<file path="src/rv_tail_pkg.sv">
// Shared types for the RV32I memory and write-back tail
// XLEN is fixed at 32 and there is no MMU, so no page-fault fields
// Only the major opcodes the tail needs are enumerated
`default_nettype none

package rv_tail_pkg;

  // Data and address width
  localparam int xlen = 32;

  //////////////////////////////////////////////////
  // Encodings

  // Major opcodes, instruction bits [6:2]
  typedef enum logic [4:0] {
    opc_load     = 5'b00000,
    opc_misc_mem = 5'b00011,
    opc_op_imm   = 5'b00100,
    opc_store    = 5'b01000,
    opc_op       = 5'b01100,
    opc_lui      = 5'b01101,
    opc_branch   = 5'b11000,
    opc_system   = 5'b11100
  } opcode_e;

  // Load kinds, same values as funct3
  typedef enum logic [2:0] {
    lk_lb  = 3'b000,
    lk_lh  = 3'b001,
    lk_lw  = 3'b010,
    lk_lbu = 3'b100,
    lk_lhu = 3'b101
  } load_kind_e;

  //////////////////////////////////////////////////
  // Pipeline and memory records

  typedef struct packed {
    logic [31:0] instr;
    logic        bubble;
    logic        retired;
  } instruction_t;

  // Summary bit any is the OR of all others
  typedef struct packed {
    logic illegal_instruction;
    logic breakpoint;
    logic misaligned_load;
    logic misaligned_store;
    logic load_access_fault;
    logic store_access_fault;
    logic nmi;
    logic any;
  } exceptions_t;

  // Size 0 byte, 1 half, 2 word, 3 reserved
  typedef struct packed {
    logic            req;
    logic            we;
    logic [1:0]      size;
    logic [xlen-1:0] addr;
    logic [xlen-1:0] wdata;
  } dmem_req_t;

  typedef struct packed {
    logic            ack;
    logic            err;
    logic            misaligned;
    logic [xlen-1:0] rdata;
  } dmem_rsp_t;

  //////////////////////////////////////////////////
  // Decoders

  function automatic opcode_e decode_opcode(input logic [31:0] instr);
    return opcode_e'(instr[6:2]);
  endfunction

  function automatic logic [4:0] decode_rd(input logic [31:0] instr);
    return instr[11:7];
  endfunction

  // Reserved funct3 values fall back to a word load
  function automatic load_kind_e decode_load_kind(input logic [31:0] instr);
    load_kind_e kind;
    case (instr[14:12])
      3'b000:  kind = lk_lb;
      3'b001:  kind = lk_lh;
      3'b100:  kind = lk_lbu;
      3'b101:  kind = lk_lhu;
      default: kind = lk_lw;
    endcase
    return kind;
  endfunction

endpackage

`default_nettype wire

</file>
<file path="src/rv_wb.sv">
// RV32I memory-wait and write-back stage
// Upstream must hold its record while wb_stall_o is high
// A record with an incoming exception must not raise a memory request
`timescale 1ns/1ps
`default_nettype none

module rv_wb #(
  parameter logic [rv_tail_pkg::xlen-1:0] PC_INIT = 'h200
) (
  input  logic                           clk_i,
  input  logic                           rst_ni,
  output logic                           wb_stall_o,
  input  logic [rv_tail_pkg::xlen-1:0]   mem_pc_i,
  output logic [rv_tail_pkg::xlen-1:0]   wb_pc_o,
  input  rv_tail_pkg::instruction_t      mem_insn_i,
  output rv_tail_pkg::instruction_t      wb_insn_o,
  input  rv_tail_pkg::exceptions_t       mem_exceptions_i,
  output rv_tail_pkg::exceptions_t       wb_exceptions_o,
  output logic [rv_tail_pkg::xlen-1:0]   wb_badaddr_o,
  input  logic [rv_tail_pkg::xlen-1:0]   mem_r_i,
  input  logic [rv_tail_pkg::xlen-1:0]   mem_memadr_i,
  input  rv_tail_pkg::dmem_rsp_t         dmem_rsp_i,
  output logic [rv_tail_pkg::xlen-1:0]   wb_memq_o,
  output logic [4:0]                     wb_dst_o,
  output logic [rv_tail_pkg::xlen-1:0]   wb_r_o,
  output logic                           wb_we_o
);

  rv_tail_pkg::opcode_e      opcode;
  rv_tail_pkg::load_kind_e   load_kind;
  rv_tail_pkg::exceptions_t  exceptions;
  logic [4:0]                dst;
  logic                      is_load;
  logic                      is_store;
  logic [31:0]               instr_q;
  logic                      bubble_q;
  logic                      retired_q;
  logic [7:0]                q_byte;
  logic [15:0]               q_half;

  assign opcode    = rv_tail_pkg::decode_opcode(mem_insn_i.instr);
  assign load_kind = rv_tail_pkg::decode_load_kind(mem_insn_i.instr);
  assign dst       = rv_tail_pkg::decode_rd(mem_insn_i.instr);

  // Live memory operations only
  assign is_load  = !mem_insn_i.bubble && (opcode == rv_tail_pkg::opc_load);
  assign is_store = !mem_insn_i.bubble && (opcode == rv_tail_pkg::opc_store);

  //////////////////////////////////////////////////
  // Stall and fault merging

  // Wait for exactly one response cycle
  assign wb_stall_o = (is_load || is_store) && !mem_exceptions_i.any &&
                      !(dmem_rsp_i.ack || dmem_rsp_i.err || dmem_rsp_i.misaligned);

  always_comb
  begin
    exceptions = mem_exceptions_i;
    if (is_load)
    begin
      exceptions.misaligned_load   = dmem_rsp_i.misaligned;
      exceptions.load_access_fault = dmem_rsp_i.err;
    end
    if (is_store)
    begin
      exceptions.misaligned_store   = dmem_rsp_i.misaligned;
      exceptions.store_access_fault = dmem_rsp_i.err;
    end
    // Recompute summary after the merge
    exceptions.any = exceptions.illegal_instruction | exceptions.breakpoint |
                     exceptions.misaligned_load | exceptions.misaligned_store |
                     exceptions.load_access_fault | exceptions.store_access_fault |
                     exceptions.nmi;
  end

  //////////////////////////////////////////////////
  // Pipeline record

  always_ff @(posedge clk_i or negedge rst_ni)
  begin
    if (!rst_ni)
    begin
      wb_pc_o         <= PC_INIT;
      wb_exceptions_o <= '0;
      wb_badaddr_o    <= '0;
      bubble_q        <= 1'b1;
    end
    else if (!wb_stall_o)
    begin
      wb_pc_o         <= mem_pc_i;
      wb_exceptions_o <= exceptions;
      // Record after a fault is flushed
      bubble_q        <= mem_insn_i.bubble | wb_exceptions_o.any;
      // Memory faults and breakpoints report the address
      if (exceptions.misaligned_load || exceptions.misaligned_store ||
          exceptions.load_access_fault || exceptions.store_access_fault ||
          exceptions.breakpoint)
        wb_badaddr_o <= mem_memadr_i;
      else if (exceptions.illegal_instruction)
        wb_badaddr_o <= mem_insn_i.instr;
      else
        wb_badaddr_o <= '0;
    end
  end

  // Faulting, flushed and stalled records never retire
  always_ff @(posedge clk_i or negedge rst_ni)
  begin
    if (!rst_ni)
      retired_q <= 1'b0;
    else if (wb_stall_o || exceptions.any || wb_exceptions_o.any)
      retired_q <= 1'b0;
    else
      retired_q <= mem_insn_i.retired;
  end

  // Instruction word, destination and result
  always_ff @(posedge clk_i)
  begin
    if (!wb_stall_o)
    begin
      instr_q  <= mem_insn_i.instr;
      wb_dst_o <= dst;
      wb_r_o   <= is_load ? wb_memq_o : mem_r_i;
    end
  end

  assign wb_insn_o = '{instr: instr_q, bubble: bubble_q, retired: retired_q};

  //////////////////////////////////////////////////
  // Load data alignment

  assign q_byte = dmem_rsp_i.rdata[8*mem_memadr_i[1:0] +: 8];
  assign q_half = dmem_rsp_i.rdata[8*{mem_memadr_i[1], 1'b0} +: 16];

  always_comb
  begin
    case (load_kind)
      rv_tail_pkg::lk_lb:  wb_memq_o = {{24{q_byte[7]}}, q_byte};
      rv_tail_pkg::lk_lh:  wb_memq_o = {{16{q_half[15]}}, q_half};
      rv_tail_pkg::lk_lbu: wb_memq_o = {24'h0, q_byte};
      rv_tail_pkg::lk_lhu: wb_memq_o = {16'h0, q_half};
      default:             wb_memq_o = dmem_rsp_i.rdata;
    endcase
  end

  //////////////////////////////////////////////////
  // Register file write enable

  always_ff @(posedge clk_i or negedge rst_ni)
  begin
    if (!rst_ni)
      wb_we_o <= 1'b0;
    else if (wb_stall_o || exceptions.any || wb_exceptions_o.any)
      wb_we_o <= 1'b0;
    else
    begin
      case (opcode)
        rv_tail_pkg::opc_store,
        rv_tail_pkg::opc_branch,
        rv_tail_pkg::opc_misc_mem: wb_we_o <= 1'b0;
        default:                   wb_we_o <= !mem_insn_i.bubble && (dst != 5'd0);
      endcase
    end
  end

endmodule

`default_nettype wire

</file>
<file path="config.mk">
export PLATFORM = sky130hd
export DESIGN_NAME = rv_wb
export DESIGN_NICKNAME = d
export VERILOG_FILES = /design/src/rv_tail_pkg.sv /design/src/rv_wb.sv
export SDC_FILE = /design/constraint.sdc
export NUM_CORES = 1
export LEC_CHECK = 0
export BUFFER_PORTS_ARGS = -buffer_cell sky130_fd_sc_hd__buf_2
export CELL_PAD_IN_SITES_DETAIL_PLACEMENT = 1
export CELL_PAD_IN_SITES_GLOBAL_PLACEMENT = 2
export CORE_MARGIN = 1
export CORE_UTILIZATION = 23
export DETAILED_ROUTE_END_ITERATION = 12
export PLACE_DENSITY_LB_ADDON = 0.08
export SYNTH_ARGS = -nofsm -noshare
export SYNTH_HDL_FRONTEND = slang
export SYNTH_SLANG_ARGS = --single-unit
</file>
<file path="constraint.sdc">
create_clock -name clk_i -period 1.5 [get_ports clk_i]
set_input_delay 0.225 -clock clk_i [delete_from_list [all_inputs] [get_ports clk_i]]
set_output_delay 0.225 -clock clk_i [all_outputs]
set_load 0.02 [all_outputs]
</file>
==> impl_results.md <==
- Leak: roughly 0.0052 uW
- Buffers and inverters on the worst path: 2
- Worst-Margin Slew: ~0.45 ns
- Most frequent cells after synthesis: nand2_1, dfrtp_1, edfxtp_1
- I/O Buffers: between 300 and 400
- Initial antenna violation count: 2
- Met3 Use GR: under 10%
- Count of different cell masters after synthesis: 51
- Status: complete, but fails checks
- Setup crit start kind: input pin
- Gpl congestion: 0.739
- Ys flop type: dfrtp_1
- Area growth, synth to finish: 68.5%
- Worst setup margin: -0.257 ns
- Grt ovf: 0
- Final hold violation count: 0
- HP Class: input pin to register
- Data required time at the worst endpoint: approximately 1.3 ns
- Nets: 1271
- Core area: approximately 0.028 sq mm
- CP max FO: 8
- Post-route ant nets: 0
- CP top delay family: simple AND/OR/NAND/NOR gates
- Critical path type: input pin to primary output
- Clk Latency, worst-skew pair: ~0.42 ns
- Max Fclk: ~0.57 GHz
- Post-synth EDFFs: 64
- WHS Endpoint: wb_dst_o[2]
- GRT Total Usage: between 10% and 20%
- Count leader, synth: nand2_1
- Max-Cap Viols: 0
- DIE AREA: approximately 0.029 sq mm
- Largest net degree at the start of global routing: 76
- Initial DRC Count: ~270
- Violations in the final reports: setup timing
- Crit path largest cell delay: around 0.41 ns
- PwrDens: 975 mW/mm^2
- Final slew viol count: 0
- Setup Skew: roughly 0.0048 ns
- Fin area: between 0.01 and 0.015 sq mm
- H-tree depth: 4
- Pre-antenna DRT Iters: 4
- Yosys reg bits: 139
- DP Area: ~0.0093 sq mm
- Initial Utilization: about a quarter
- Die X: 170 um
- Worst Setup End Kind: primary output
- Arr. time, crit path: 1.53 ns
- Busiest grt layer: met2
- Cell Rows: between 60 and 70
- Syn Area/Cell: 10.3 sq um
- Final setup violating endpoints: 30
- R2R Setup Slk: a little under 0.6 ns
- Mapped cell area: roughly 0.0065 sq mm
- Met1 Use GR: around 23%
- Antenna fix cells: 0
- Ranking of synthesized cells by area: edfxtp_1, dfrtp_1, nand2_1
- CTS tree: built
- Synth warnings: 0
- Min-Delay Path Depth: 1
- Layout fillers: ~3300
- Syn Nets: 807
- Vias post-DR: about 6600
- WL/cell: 17.8 um
- Grt met2 use: 31.0%
- Pre-CTS setup slack: -0.427 ns
- Gate Count Post-Synth: 632
- Global-route wire length before repair: about 40000 um
- FFs w/ async S/R, synth: between 50% and 60%
- Total CTS buffers: 17
- Crit-path cells: buf_12 -> or3_4 -> a2bb2oi_4 -> nor2_4 -> a221o_1 -> buf_6
- R2R Path Start: wb_exceptions_o[0]
- Vias in the first global route: 6958
- Via density: ~4.5
- WL final: 26500 um
- Hold path start: mem_insn_i[11]
- Reg-to-reg endpoint: wb_we_o
- Relative slew slack: 70.1%
- Share of layout cells above drive strength 1: between 50 and 60%
- Slowest cell on crit path: or3_4
- Clock Pin Slew Worst Setup and Hold Paths: approximately 0.060 ns
- Worst IR Drop VDD: ~0.44 mV
- Post-DP HPWL: between 15000 and 20000 um
- Tmin final: 1.76 ns
- Final worst-path cycle share: 117%
- Reg2reg path depth: 3
- Clk sink count: about 140
- RSZ-0062 raised after global routing: yes
- CTS Root Cell: clkbuf_16
- Clock buffer depth: 2
- Top cell type's share of synthesized area: slightly below 30%
- Post-route DRC: 0
- FF+latch area: around 0.0038 sq mm
- Num ports: 352
- Multi-input logic area: 0.00269 sq mm
- Synth area leader: edfxtp_1
- Sequential fraction of the synthesis area: around three fifths
- Chip height: 170 um
[state kept, by name, summed over array words and instances, names as in the netlist]
| name | count |
|---|---|
| wb_badaddr_o | 32 |
| wb_pc_o | 32 |
| wb_r_o | 32 |
| instr_q | 28 |
| wb_exceptions_o | 8 |
| wb_dst_o | 4 |
| bubble_q | 1 |
| retired_q | 1 |
| wb_we_o | 1 |
[where the power goes]
group,internal (uW),switching [uW],leakage [uW]
Sequential,4200,79.4,0.00155
Clock,2490,1900,0.000296
Combinational,917,1090,0.00340
Total,7600,3070,0.00525
[layer usage]
metal,wire length [um],up-vias
li1,-,3165
met1,11700,3207
met2,12800,231
met3,1740,15
met4,233,2
met5,10,-
[logic make-up (layout without fill, tap and decap cells)]
family	after synthesis	in the layout	share of synthesized area, %
simple gates	312	312	20.3
flops	139	139	58.5
compound gates	105	105	13.6
buf+inv	58	535	4.43
mux	18	18	3.10
[stage by stage]
stage	util (%)	power [uW]	hold WS, ns	setup TNS [ns]	instances
finish	39.4	10700	0.0368	-4.81	1487
global route	39.4	11100	0.0158	-6.21	1487
CTS	38.8	10800	0.00227	-5.69	1482
detailed placement	33.4	6090	0.295	-58.31	1381
global placement	33.4	6080	0.294	-53.61	1381
floorplan	-	5210	-0.0706	-11.98	632
[timing repair]
item,4_1_cts,5_1_grt
pin swaps,18,11
setup endpoints to repair,33,72
resized for setup,61,31
cloned,1,1
setup buffers,15,4
hold buffers,53,0
hold endpoints to repair,125,0
[how the worst max path moves through the flow]
stage | start | endpoint | slack [ns] | depth (start not counted)
detailed placement | mem_insn_i[4] | wb_badaddr_o[19] | -0.43 | 7
global placement | mem_insn_i[4] | wb_r_o[15] | -0.41 | 6
CTS | mem_insn_i[14] | wb_memq_o[13] | -0.27 | 6
floorplan | mem_insn_i[4] | wb_r_o[6] | -0.26 | 6
finish | mem_insn_i[15] | wb_memq_o[10] | -0.26 | 6
global route | mem_insn_i[15] | wb_memq_o[10] | -0.30 | 6
[placed cells by master (no fill, tap or decap), types with 3 or more instances in the layout]
| cell | instances |
|---|---|
| nand2_1 | 199 |
| a21oi_2 | 5 |
| a21oi_1 | 7 |
| dlygate4sd3_1 | 53 |
| buf_12 | 13 |
| inv_8 | 3 |
| edfxtp_1 | 64 |
| o221a_4 | 3 |
| buf_2 | 329 |
| o21ai_0 | 4 |
| buf_6 | 24 |
| nor2_2 | 5 |
| nand2b_4 | 3 |
| o211ai_1 | 7 |
| dfrtp_1 | 73 |
| nand4_1 | 28 |
| and3_1 | 3 |
| a221o_1 | 11 |
| nand2_2 | 18 |
| mux2_2 | 5 |
| inv_6 | 4 |
| mux2_4 | 8 |
| a22o_1 | 5 |
| nor2_1 | 35 |
| clkbuf_16 | 19 |
| nor3_1 | 3 |
| a211o_1 | 5 |
| a31oi_1 | 21 |
| buf_4 | 78 |
| o22a_1 | 3 |
| o211ai_2 | 20 |
| inv_4 | 4 |
[area by class of cell]
type,count,area share (%)
multi-input cells,435,24.6
clock inverters,12,1.13
flip-flops and latches,139,34.7
inverters,3,0.194
clock buffers,20,4.28
well taps,378,4.32
repair buffers,500,30.8
(Power assumes the default switching activity.)
