`config.mk`:
```
export PLATFORM = sky130hd
export DESIGN_NAME = rv_regfile
export DESIGN_NICKNAME = d
export VERILOG_FILES = /design/src/rv_tail_pkg.sv /design/src/rv_regfile.sv
export SDC_FILE = /design/constraint.sdc
export NUM_CORES = 1
export LEC_CHECK = 0
export BUFFER_PORTS_ARGS = -buffer_cell sky130_fd_sc_hd__buf_2
export CAP_MARGIN = 20
export CORE_MARGIN = 8
export CORE_UTILIZATION = 50
export CTS_BUF_LIST = sky130_fd_sc_hd__clkbuf_8 sky130_fd_sc_hd__clkbuf_16
export CTS_CLUSTER_DIAMETER = 100
export DETAILED_ROUTE_END_ITERATION = 10
export MAX_ROUTING_LAYER = met4
export PLACE_DENSITY_LB_ADDON = 0.2
export SKIP_LAST_GASP = 1
export SLEW_MARGIN = 10
export SYNTH_ARGS = -nofsm -noshare
export SYNTH_HDL_FRONTEND = slang
export SYNTH_SLANG_ARGS = --single-unit
```
`constraint.sdc`:
```
create_clock -name clk_i -period 1.6 [get_ports clk_i]
set_input_delay 0.16 -clock clk_i [delete_from_list [all_inputs] [get_ports clk_i]]
set_output_delay 0.16 -clock clk_i [all_outputs]
set_load 0.005 [all_outputs]
```
`src/rv_tail_pkg.sv`:
```
// Shared types for the RV32I memory and write-back tail
// XLEN is fixed at 32 and there is no MMU, so no page-fault fields
// Only the major opcodes the tail needs are enumerated
`default_nettype none

package rv_tail_pkg;

  // Data and address width
  localparam int xlen = 32;

  //////////////////////////////////////////////////
  // Encodings

  // Major opcodes, instruction bits [6:2]
  typedef enum logic [4:0] {
    opc_load     = 5'b00000,
    opc_misc_mem = 5'b00011,
    opc_op_imm   = 5'b00100,
    opc_store    = 5'b01000,
    opc_op       = 5'b01100,
    opc_lui      = 5'b01101,
    opc_branch   = 5'b11000,
    opc_system   = 5'b11100
  } opcode_e;

  // Load kinds, same values as funct3
  typedef enum logic [2:0] {
    lk_lb  = 3'b000,
    lk_lh  = 3'b001,
    lk_lw  = 3'b010,
    lk_lbu = 3'b100,
    lk_lhu = 3'b101
  } load_kind_e;

  //////////////////////////////////////////////////
  // Pipeline and memory records

  typedef struct packed {
    logic [31:0] instr;
    logic        bubble;
    logic        retired;
  } instruction_t;

  // Summary bit any is the OR of all others
  typedef struct packed {
    logic illegal_instruction;
    logic breakpoint;
    logic misaligned_load;
    logic misaligned_store;
    logic load_access_fault;
    logic store_access_fault;
    logic nmi;
    logic any;
  } exceptions_t;

  // Size 0 byte, 1 half, 2 word, 3 reserved
  typedef struct packed {
    logic            req;
    logic            we;
    logic [1:0]      size;
    logic [xlen-1:0] addr;
    logic [xlen-1:0] wdata;
  } dmem_req_t;

  typedef struct packed {
    logic            ack;
    logic            err;
    logic            misaligned;
    logic [xlen-1:0] rdata;
  } dmem_rsp_t;

  //////////////////////////////////////////////////
  // Decoders

  function automatic opcode_e decode_opcode(input logic [31:0] instr);
    return opcode_e'(instr[6:2]);
  endfunction

  function automatic logic [4:0] decode_rd(input logic [31:0] instr);
    return instr[11:7];
  endfunction

  // Reserved funct3 values fall back to a word load
  function automatic load_kind_e decode_load_kind(input logic [31:0] instr);
    load_kind_e kind;
    case (instr[14:12])
      3'b000:  kind = lk_lb;
      3'b001:  kind = lk_lh;
      3'b100:  kind = lk_lbu;
      3'b101:  kind = lk_lhu;
      default: kind = lk_lw;
    endcase
    return kind;
  endfunction

endpackage

`default_nettype wire

```
`src/rv_regfile.sv`:
```
// Integer register file, one write and one read port
// x0 reads as zero and ignores writes, read port is combinational
`timescale 1ns/1ps
`default_nettype none

module rv_regfile (
  input  logic                         clk_i,
  input  logic                         rst_ni,
  input  logic                         we_i,
  input  logic [4:0]                   waddr_i,
  input  logic [rv_tail_pkg::xlen-1:0] wdata_i,
  input  logic [4:0]                   raddr_i,
  output logic [rv_tail_pkg::xlen-1:0] rdata_o
);

  // x1 to x31 only
  logic [rv_tail_pkg::xlen-1:0] regs_q [1:31];

  always_ff @(posedge clk_i or negedge rst_ni)
  begin
    if (!rst_ni)
    begin
      for (int i = 1; i < 32; i++)
        regs_q[i] <= '0;
    end
    else if (we_i && (waddr_i != 5'd0))
      regs_q[waddr_i] <= wdata_i;
  end

  // New value visible the cycle after the write
  assign rdata_o = (raddr_i == 5'd0) ? '0 : regs_q[raddr_i];

endmodule

`default_nettype wire

```
==> impl_metrics.py, run 1 <==
metrics = {
    "drt": {
        "top_layer_used": "met4",
        "drt-total-wl_mm": 127,
        "dr.pass1.iters": 5,
        "routed-wl-met2_mm": 62.8,
        "wl_met3_mm": 6.26,
        "avgViaCountPerCell": 6.07,
        "wl_per_cell_um": 27.5,
        "vias": 28100,
        "drtIter0Drc": 1702,
        "drt_drc_violations_left": 0,
        "drt-met1-wl_mm": 53.6,
        "ant_nets": 0,
    },
    "synthesis": {
        "synth_ff_type": "dfrtp_1",
        "syn_inst": 3162,
        "synth-seq-cells": 992,
        "ys_warn_count": 0,
        "yosysSeqAreaShare_pct": 54.7,
        "synthArstFlopShare_pct": 100,
        "yosysTopAreaCell": "dfrtp_1",
        "netlist.area_leader.share_pct": 54.7,
        "synth.most_common_cell": "dfrtp_1",
        "synth-edff-count": 0,
        "synth_common_cells": "dfrtp_1, mux2_2, mux2i_1, clkbuf_1, buf_2",
        "synth.distinct_cells": 34,
        "syn_avg_cell_area_um2": 14.3,
        "synthTopCellsByArea": "dfrtp_1, mux2_2, mux2i_1, mux4_2, mux2_1",
        "synthesis.area_um2": 45400,
        "synth_nets": 3207,
    },
    "grt": {
        "grt.overflow.total": 0,
        "antenna_found_initial": 1,
        "grt_usage_pct": 26.2,
        "grt_max_degree": 72,
        "grt_pass1_wl_mm": 194,
        "grt_pass1_vias": 31000,
    },
    "sta": {
        "rsz0062_at_grt": "yes",
        "drv_slew": 0,
        "finalWorstSetupSlack_ns": -0.740,
        "tightest_slew_ns": 0.848,
        "setup_viol": 32,
        "fin_skew_ns": 0,
        "post-route-period-util_pct": 146,
        "fin_crit_ns": 2.34,
        "final_hold_viol_count": 0,
        "slew_headroom_pct": 43.3,
        "clock.fmax_ghz": 0.427,
    },
    "setup_path": {
        "worstPathRequired_ns": 1.44,
        "critPathMaxFanout": 2,
        "start_kind": "register",
        "setup.worst_path.class": "reg -> out",
        "cp.arrival_ns": 2.18,
        "end_kind": "output port",
    },
    "die": {
        "core_region_area_um2": 90000,
        "die_y_um": 317,
        "die_area_um2": 101000,
        "rows": 110,
        "initial_core_util_pct": 50.4,
        "ios": 77,
        "die_w_um": 317,
    },
    "layout": {
        "largest_reg_flops": 992,
        "top_register": "regs_q",
        "fin_area_um2": 54400,
        "fillers": 6836,
        "final_cells": 4623,
        "layout-drive-gt1-share_pct": 50.8,
        "top_regs": "regs_q: 992 flops",
        "nets": 3406,
        "syn_to_final_growth_pct": 19.9,
        "finish.utilization_pct": 60.4,
    },
    "cts": {
        "clk_pin_slew_ns": 0.06,
        "clk_latency_ns": 0.67,
        "clock-sinks": 992,
        "numCtsBuffers": 106,
        "root_buffer": "clkbuf_16",
        "cts_max_level": 3,
        "clockBufferDepth": 3,
        "cts_tree": "built",
    },
    "pwr": {
        "vdd_ir_drop_max_mv": 1.09,
        "power_density_nw_per_um2": 1270,
        "total_power_mw": 69.3,
        "p_leak_nw": 25.0,
    },
    "place": {
        "dpl.cell_count": 4444,
        "dpl.hpwl_mm": 83.8,
        "pre_cts_slack_ns": -0.718,
        "port_buffers": 76,
        "routabilityCongestion": 0.842,
        "place_area_um2": 50000,
    },
    "worst_hold_path": {
        "min_path_type": "in -> reg",
    },
    "flow_run": {
        "maxCapViolations": 0,
    },
    "status": {
        "outcome": "finished with violations",
        "violations": "negative setup slack",
    },
}
-- cell families (layout without fill, tap and decap cells) --
kind of cell	count (synthesis)	after routing	share of synthesized area [%]
compound gates	256	256	3.88
mux	1408	1408	35.7
other cells	0	1	0
buf+inv	319	603	3.43
simple gates	187	187	2.31
flops	992	992	54.7
-- metal layers --
metal / vias up / global-route usage, %
li1: 12100 / -
met1: 15100 / 32.9
met2: 730 / 42.8
met3: 236 / 4.72
met4: 0 / 9.67
met5: - / -
-- path summary, 6_finish.rpt --
path,from,endpoint,slack [ns],depth (start not counted)
max in group asynchronous,rst_ni,regs_q[120]$_DFFE_PN0P_,0.11,3
setup / recovery,regs_q[622]$_DFFE_PN0P_,rdata_o[14],-0.74,5
hold reg to reg,regs_q[164]$_DFFE_PN0P_,regs_q[164]$_DFFE_PN0P_,0.49,1
hold / removal,wdata_i[1],regs_q[737]$_DFFE_PN0P_,0.1,2
setup reg to reg,regs_q[558]$_DFFE_PN0P_,regs_q[558]$_DFFE_PN0P_,0.59,3
min in group asynchronous,rst_ni,regs_q[768]$_DFFE_PN0P_,0.23,3
-- layout make-up --
class,count,area [um2],area share [%]
antenna,1,2.50,0.00460
clock buffer,135,3070,5.65
tap,1176,1470,2.71
clock inverter,58,563,1.04
timing repair buffer,410,4430,8.15
multi-input combinational,1851,20000,36.8
sequential,992,24800,45.6
-- what timing repair did --
| action | in CTS | in global routing |
|---|---|---|
| hold buffers | 2 | 0 |
| endpoints found under the setup margin | 32 | 32 |
| gates resized for setup | 142 | 26 |
| pin swaps | 72 | 12 |
| buffers inserted | 9 | 2 |
| endpoints found under the hold margin | 917 | 0 |
-- where the power goes --
group | total (mW) | switching [mW] | internal [mW]
clock | 25.2 | 10.1 | 15.1
combinational | 11.6 | 4.96 | 6.63
sequential | 32.5 | 2.55 | 30.0
-- cells in the final DEF, fill, tap and decap left out, types with 5 or more instances in the layout --
| master | instances |
|---|---|
| buf_2 | 69 |
| mux2i_1 | 320 |
| mux4_2 | 64 |
| inv_1 | 17 |
| dfrtp_1 | 992 |
| buf_4 | 214 |
| nor3_1 | 63 |
| a21oi_2 | 24 |
| a21oi_1 | 5 |
| mux2_1 | 83 |
| buf_12 | 119 |
| nor4_4 | 12 |
| a22oi_1 | 29 |
| o22ai_1 | 126 |
| a211oi_2 | 21 |
| mux2_2 | 941 |
| clkbuf_16 | 108 |
| nand2_2 | 12 |
| nor4_2 | 18 |
| nor2b_1 | 13 |
| a221o_1 | 32 |
| clkinv_2 | 24 |
| a211oi_4 | 11 |
| nor2_4 | 12 |
| clkbuf_8 | 27 |
| bufinv_16 | 10 |
| nor2b_4 | 23 |
-- worst max-delay path: stages (launching register included) --
cell and delay, ns:
dfrtp_1 0.39, mux4_2 0.49, nor2b_4 0.16, a211oi_4 0.20, nor4_4 0.10, buf_2 0.16
-- per-stage QoR --
step                      hold WS (ns)  TNS (ns)
after detailed placement        0.0938    -95.19
after floorplan                 -0.136    -0.291
after global placement          0.0945    -75.49
after CTS                       0.0543    -22.68
final                           0.0960    -21.33
after global routing             0.104    -23.56
Power figures use the tool's default switching activity.
==> run 2: changes to the inputs <==
--- a/config.mk
+++ b/config.mk
@@ -8,7 +8,7 @@
 export BUFFER_PORTS_ARGS = -buffer_cell sky130_fd_sc_hd__buf_2
 export CAP_MARGIN = 20
 export CORE_MARGIN = 8
-export CORE_UTILIZATION = 50
+export CORE_UTILIZATION = 30
 export CTS_BUF_LIST = sky130_fd_sc_hd__clkbuf_8 sky130_fd_sc_hd__clkbuf_16
 export CTS_CLUSTER_DIAMETER = 100
 export DETAILED_ROUTE_END_ITERATION = 10
==> run 2 against run 1 <==
Effect of this change: the flow still finishes with violations (negative setup slack); utilization decreased by 23 points; fmax decreased by 4.6%; sequential share of layout area decreased by 1.1 points; sequential cell count unchanged; clock-buffer cell count increased by 4; die area increased by 63%; setup slack got worse by 0.11 ns; sequential power about the same; wire length increased by 12%; combinational power about the same; first-iteration DRC count increased by 5.5%; final area increased by 2.6%.
==> impl_metrics.py, run 2 (same netlist as run 1, synthesis figures left out) <==
metrics = {
    "status": {
        "outcome": "finished with violations",
        "violations": "negative setup slack",
    },
    "drt": {
        "avgViaCountPerCell": 5.05,
        "drtIter0Drc": 1796,
        "drt_drc_violations_left": 0,
        "vias": 27700,
        "ant_nets": 0,
        "drt-total-wl_mm": 142,
        "wl_per_cell_um": 25.9,
        "dr.pass1.iters": 5,
    },
    "sta": {
        "fin_skew_ns": 0,
        "tightest_slew_ns": 0.681,
        "post-route-period-util_pct": 153,
        "fin_crit_ns": 2.45,
        "final_hold_viol_count": 0,
        "finalWorstSetupSlack_ns": -0.853,
        "clock.fmax_ghz": 0.408,
        "setup_viol": 32,
        "drv_slew": 0,
        "rsz0062_at_grt": "yes",
        "slew_headroom_pct": 54.2,
        "holdWs_ns": 0.0843,
    },
    "grt": {
        "grt_usage_pct": 17.8,
        "grt.overflow.total": 0,
        "grt_max_degree": 86,
        "grt_pass1_wl_mm": 212,
        "grt_pass1_vias": 29500,
        "antenna_found_initial": 16,
    },
    "layout": {
        "nets": 3420,
        "largest_reg_flops": 992,
        "final_cell_mix": "dfrtp_1, mux2_2, mux2i_1, buf_4, buf_12",
        "layout-drive-gt1-share_pct": 50.9,
        "final_common_cell": "dfrtp_1",
        "top_register": "regs_q",
        "final_cells": 5492,
        "syn_to_final_growth_pct": 23.0,
        "top_regs": "regs_q: 992 flops",
    },
    "pwr": {
        "power_density_nw_per_um2": 1240,
        "pwr-share-comb_pct": 16.6,
        "power.share.clock_pct": 36.8,
        "p_leak_nw": 25.2,
        "vdd_ir_drop_max_mv": 0.769,
        "p_int_mw": 51.6,
        "p_seq_share_pct": 46.6,
        "power.switching_mw": 17.8,
        "p_sw_share_pct": 25.7,
        "total_power_mw": 69.5,
    },
    "cts": {
        "root_buffer": "clkbuf_16",
        "clk_pin_slew_ns": 0.06,
        "cts_tree": "built",
        "numCtsBuffers": 110,
        "clockBufferDepth": 3,
        "clock-sinks": 992,
        "clk_latency_ns": 0.70,
        "cts_max_level": 3,
    },
    "place": {
        "dpl.hpwl_mm": 92.0,
        "port_buffers": 76,
        "dpl.cell_count": 5296,
        "routabilityCongestion": 0.774,
    },
    "die": {
        "die_y_um": 405,
        "core_region_area_um2": 150000,
        "die_w_um": 405,
        "initial_core_util_pct": 30.3,
        "die_area_um2": 164000,
        "rows": 142,
        "ios": 77,
    },
    "setup_path": {
        "critPathMaxFanout": 2,
        "setup.worst_path.class": "reg -> out",
        "end_kind": "output port",
        "start_kind": "register",
        "worstPathRequired_ns": 1.44,
        "cp.arrival_ns": 2.29,
    },
    "flow_run": {
        "maxCapViolations": 0,
    },
    "worst_hold_path": {
        "min_path_type": "in -> reg",
    },
}
==> run 2: repair_timing <==
item | CTS | global route
hold buffers | 2 | 0
setup endpoints to repair | 32 | 32
pin swaps | 58 | 16
endpoints found under the hold margin | 992 | 0
gates resized for setup | 154 | 23
buffers inserted | 1 | 1
==> run 2: worst max-delay path: stages (launching register included) <==
cell and delay [ns]:
dfrtp_1 0.40, mux4_2 0.46, nor2b_4 0.14, a211oi_2 0.21, buf_4 0.18, nor4_4 0.05
buf_2 0.15
==> run 2: layer usage <==
layer,track usage (%),part of all wire (%),wire length [um],up-vias
met3,2.65,3.8,5380,185
li1,-,-,-,12100
met4,4.40,2.3,3250,0
met2,27.3,46,65400,480
met5,-,0,0,-
met1,24.8,48,68300,14900
==> run 2: power by group through the flow <==
stage | registers [mW] | logic [mW] | clock network (mW)
3_3_place_gp | 32.7 | 10.9 | 0
4_1_cts | 32.3 | 11.6 | 26.3
5_1_grt | 33.0 | 12.5 | 27.4
6_report | 32.4 | 11.5 | 25.6
2_1_floorplan | 32.0 | 7.80 | 0
3_5_place_dp | 32.7 | 11.1 | 0
==> run 2: stage by stage <==
stage	utilization [%]	cell area [um2]	setup WS [ns]	setup TNS [ns]
after global placement	34.2	51300	-1.01	-87.73
after detailed placement	34.2	51300	-1.04	-86.83
after CTS	37.1	55600	-0.923	-25.04
final	37.2	55800	-0.853	-22.51
after global routing	37.2	55800	-0.943	-25.17
after floorplan	-	45400	-0.0341	-0.291
==> run 2: cell type report <==
type	count	area, um2
clock inverters	61	468
well taps	2016	2520
multi-input cells	1851	20100
clock buffers	139	3190
flip-flops and latches	992	24800
repair buffers	420	4630
fillers	14300	94200
diodes	13	32.5
==> run 2: final timing paths <==
kind,cells past startpoint,end,slack [ns],from
max reg2reg,2,regs_q[625]$_DFFE_PN0P_,0.68,regs_q[625]$_DFFE_PN0P_
min reg2reg,1,regs_q[219]$_DFFE_PN0P_,0.48,regs_q[219]$_DFFE_PN0P_
min in group asynchronous,3,regs_q[602]$_DFFE_PN0P_,0.17,rst_ni
max in group asynchronous,3,regs_q[165]$_DFFE_PN0P_,0.46,rst_ni
max,6,rdata_o[28],-0.85,regs_q[636]$_DFFE_PN0P_
min,2,regs_q[243]$_DFFE_PN0P_,0.08,wdata_i[19]
==> run 3: changes to the inputs <==
--- a/config.mk
+++ b/config.mk
@@ -5,6 +5,7 @@
 export SDC_FILE = /design/constraint.sdc
 export NUM_CORES = 1
 export LEC_CHECK = 0
+export ABC_AREA = 1
 export BUFFER_PORTS_ARGS = -buffer_cell sky130_fd_sc_hd__buf_2
 export CAP_MARGIN = 20
 export CORE_MARGIN = 8
==> run 3 against run 2 <==
Effect of this change: the flow still finishes with violations (negative setup slack); critical path depth rose by 3; area after synthesis grew 3.6%; non-clock buffer count is 155 higher; critical endpoint is now rdata_o[31].
==> impl_metrics.py, run 3 <==
metrics = {
    "layout": {
        "largest_reg_flops": 992,
        "layout-drive-gt1-share_pct": 16.5,
        "fillers": 16100,
        "syn_to_final_growth_pct": 26.9,
        "final_cell_mix": "nand2_1, dfrtp_1, o21ai_0, inv_1, nand3_1",
        "nets": 6651,
        "top_regs": "regs_q: 992 flops",
        "top_register": "regs_q",
        "final_common_cell": "nand2_1",
        "final_cells": 8763,
    },
    "synthesis": {
        "netlist.area_leader.share_pct": 52.8,
        "synth_common_cells": "nand2_1, dfrtp_1, nand3_1, o21ai_0, inv_1",
        "synthTopCellsByArea": "dfrtp_1, nand2_1, nand3_1, o21ai_0, inv_1",
        "synthArstFlopShare_pct": 100,
        "synth.distinct_cells": 15,
        "synth-seq-cells": 992,
        "synth_nets": 6410,
        "ys_warn_count": 0,
        "synth_ff_type": "dfrtp_1",
        "yosysTopAreaCell": "dfrtp_1",
        "syn_avg_cell_area_um2": 7.38,
        "syn_inst": 6365,
        "yosysSeqAreaShare_pct": 52.8,
        "synth-edff-count": 0,
        "synth.most_common_cell": "nand2_1",
        "synthesis.area_um2": 47000,
    },
    "setup_path": {
        "start_kind": "register",
        "cp_slowest_stage_delay_ns": 0.37,
        "worstPathRequired_ns": 1.44,
        "cp.arrival_ns": 1.87,
        "cpMostUsedCell": "nand2_1",
        "critPathMaxFanout": 2,
        "setup.worst_path.class": "reg -> out",
        "crit_family": "simple AND/OR/NAND/NOR gates",
        "path_cells": "nand2_1, nand3_1, nand2_1, nand2_1, nand3_2, nand2_2, nand2_4, nand2_4, buf_6",
        "end_kind": "output port",
        "slowest_stage": "dfrtp_1",
        "crit_buf_inv": 1,
    },
    "sta": {
        "slew_headroom_pct": 51.9,
        "fin_crit_ns": 2.03,
        "finalWorstSetupSlack_ns": -0.431,
        "fin_setup_tns_ns": -12.10,
        "final_hold_viol_count": 0,
        "fin_skew_ns": 0,
        "drv_slew": 0,
        "tightest_slew_ns": 0.720,
        "clock.fmax_ghz": 0.492,
        "setup_viol": 32,
        "rsz0062_at_grt": "yes",
        "post-route-period-util_pct": 127,
    },
    "grt": {
        "grt_max_degree": 84,
        "grt_pass1_wl_mm": 268,
        "grt.overflow.total": 0,
        "grt_pass1_vias": 41200,
        "antenna_found_initial": 4,
        "grt_usage_pct": 21.1,
    },
    "pwr": {
        "p_leak_nw": 29.9,
        "power_density_nw_per_um2": 1200,
        "vdd_ir_drop_max_mv": 1.14,
        "total_power_mw": 71.5,
    },
    "cts": {
        "clk_pin_slew_ns": 0.06,
        "clockBufferDepth": 3,
        "cts_tree": "built",
        "numCtsBuffers": 111,
        "clk_latency_ns": 0.71,
        "clock-sinks": 992,
        "root_buffer": "clkbuf_16",
        "cts_max_level": 3,
    },
    "worst_hold_path": {
        "min_path_type": "in -> reg",
    },
    "die": {
        "rows": 145,
        "die_y_um": 412,
        "die_area_um2": 170000,
        "initial_core_util_pct": 30.1,
        "ios": 77,
        "die_w_um": 412,
        "core_region_area_um2": 156000,
    },
    "drt": {
        "drt-total-wl_mm": 176,
        "ant_nets": 0,
        "vias": 42400,
        "dr.pass1.iters": 6,
        "wl_per_cell_um": 20.1,
        "drtIter0Drc": 4308,
        "avgViaCountPerCell": 4.84,
        "drt_drc_violations_left": 0,
    },
    "place": {
        "dpl.cell_count": 8463,
        "routabilityCongestion": 0.853,
        "dpl.hpwl_mm": 117,
        "port_buffers": 76,
    },
    "status": {
        "outcome": "finished with violations",
        "violations": "negative setup slack",
    },
    "flow_run": {
        "maxCapViolations": 0,
    },
}
==> run 3: cell types whose count changed after synthesis, sizes merged, moves of 320 or more <==
cell	before	now
o21ai	0	576
inv	0	568
nand3	1	708
mux2	1024	0
nand2	15	2853
mux2i	320	0
==> run 3: through the flow <==
| stage | setup WS, ns | utilization [%] | cell area [um2] | hold WS, ns |
|---|---|---|---|---|
| after floorplan | 0.0837 | - | 47000 | -0.136 |
| final | -0.431 | 38.3 | 59600 | 0.113 |
| after global routing | -0.535 | 38.3 | 59600 | 0.102 |
| after detailed placement | -0.266 | 34.2 | 53300 | 0.0873 |
| after global placement | -0.256 | 34.2 | 53300 | 0.0894 |
| after CTS | -0.489 | 37.6 | 58600 | 0.0325 |
==> run 3: power by group <==
part | leakage (nW) | internal, mW | total (mW) | switching (mW)
clock | 1.96 | 15.4 | 26.6 | 11.2
sequential | 12.7 | 29.9 | 32.4 | 2.48
combinational | 15.2 | 5.03 | 12.6 | 7.57
==> run 3: path summary, 6_finish.rpt <==
path                                    startpoint                       to  slack, ns  cells after the start
min                                     waddr_i[1]  regs_q[268]$_DFFE_PN0P_       0.11                      6
min in group asynchronous                   rst_ni  regs_q[285]$_DFFE_PN0P_       0.50                      3
min reg2reg                 regs_q[35]$_DFFE_PN0P_   regs_q[35]$_DFFE_PN0P_       0.47                      2
max reg2reg                regs_q[898]$_DFFE_PN0P_  regs_q[898]$_DFFE_PN0P_       0.71                      4
max in group asynchronous                   rst_ni  regs_q[698]$_DFFE_PN0P_       0.22                      4
max                        regs_q[831]$_DFFE_PN0P_              rdata_o[31]      -0.43                      9
==> run 3: cell type report <==
cell class / count / area, um2 / area share, %
flip-flops and latches: 992 / 24800 / 41.6
multi-input cells: 4357 / 20000 / 33.5
repair buffers: 575 / 6280 / 10.5
clock buffers: 145 / 3260 / 5.46
well taps: 2058 / 2570 / 4.32
inverters: 569 / 2150 / 3.61
clock inverters: 62 / 544 / 0.913
diodes: 5 / 12.5 / 0.0210
==> run 3: what timing repair did <==
action / CTS / global route
endpoints found under the setup margin: 32 / 47
buffers inserted: 4 / 50
gates resized for setup: 240 / 147
hold endpoints to repair: 1661 / 10
pin swaps: 152 / 149
hold buffers: 34 / 1
==> run 3: tightest hold or removal path: stages <==
cell     delay, ns
buf_2         0.12
nand2_1       0.16
nor2_4        0.09
buf_12        0.15
nand2_1       0.06
nand2_1       0.04
==> run 3: per-layer routing <==
layer	vias up	track usage, %	wire length, um
li1	20200	-	-
met1	20600	30.0	84000
met2	1285	31.7	77500
met3	222	2.84	10500
met4	0	5.62	3830
met5	-	-	0
==> run 3: kinds of logic (layout without fill, tap and decap cells) <==
logic type      after synthesis  count (layout)  share of synthesized area, %
buf+inv                    1016            1351                          8.45
flops                       992             992                          52.8
simple gates               3621            3621                          30.9
compound gates              736             736                          7.84
other cells                   0               5                             0
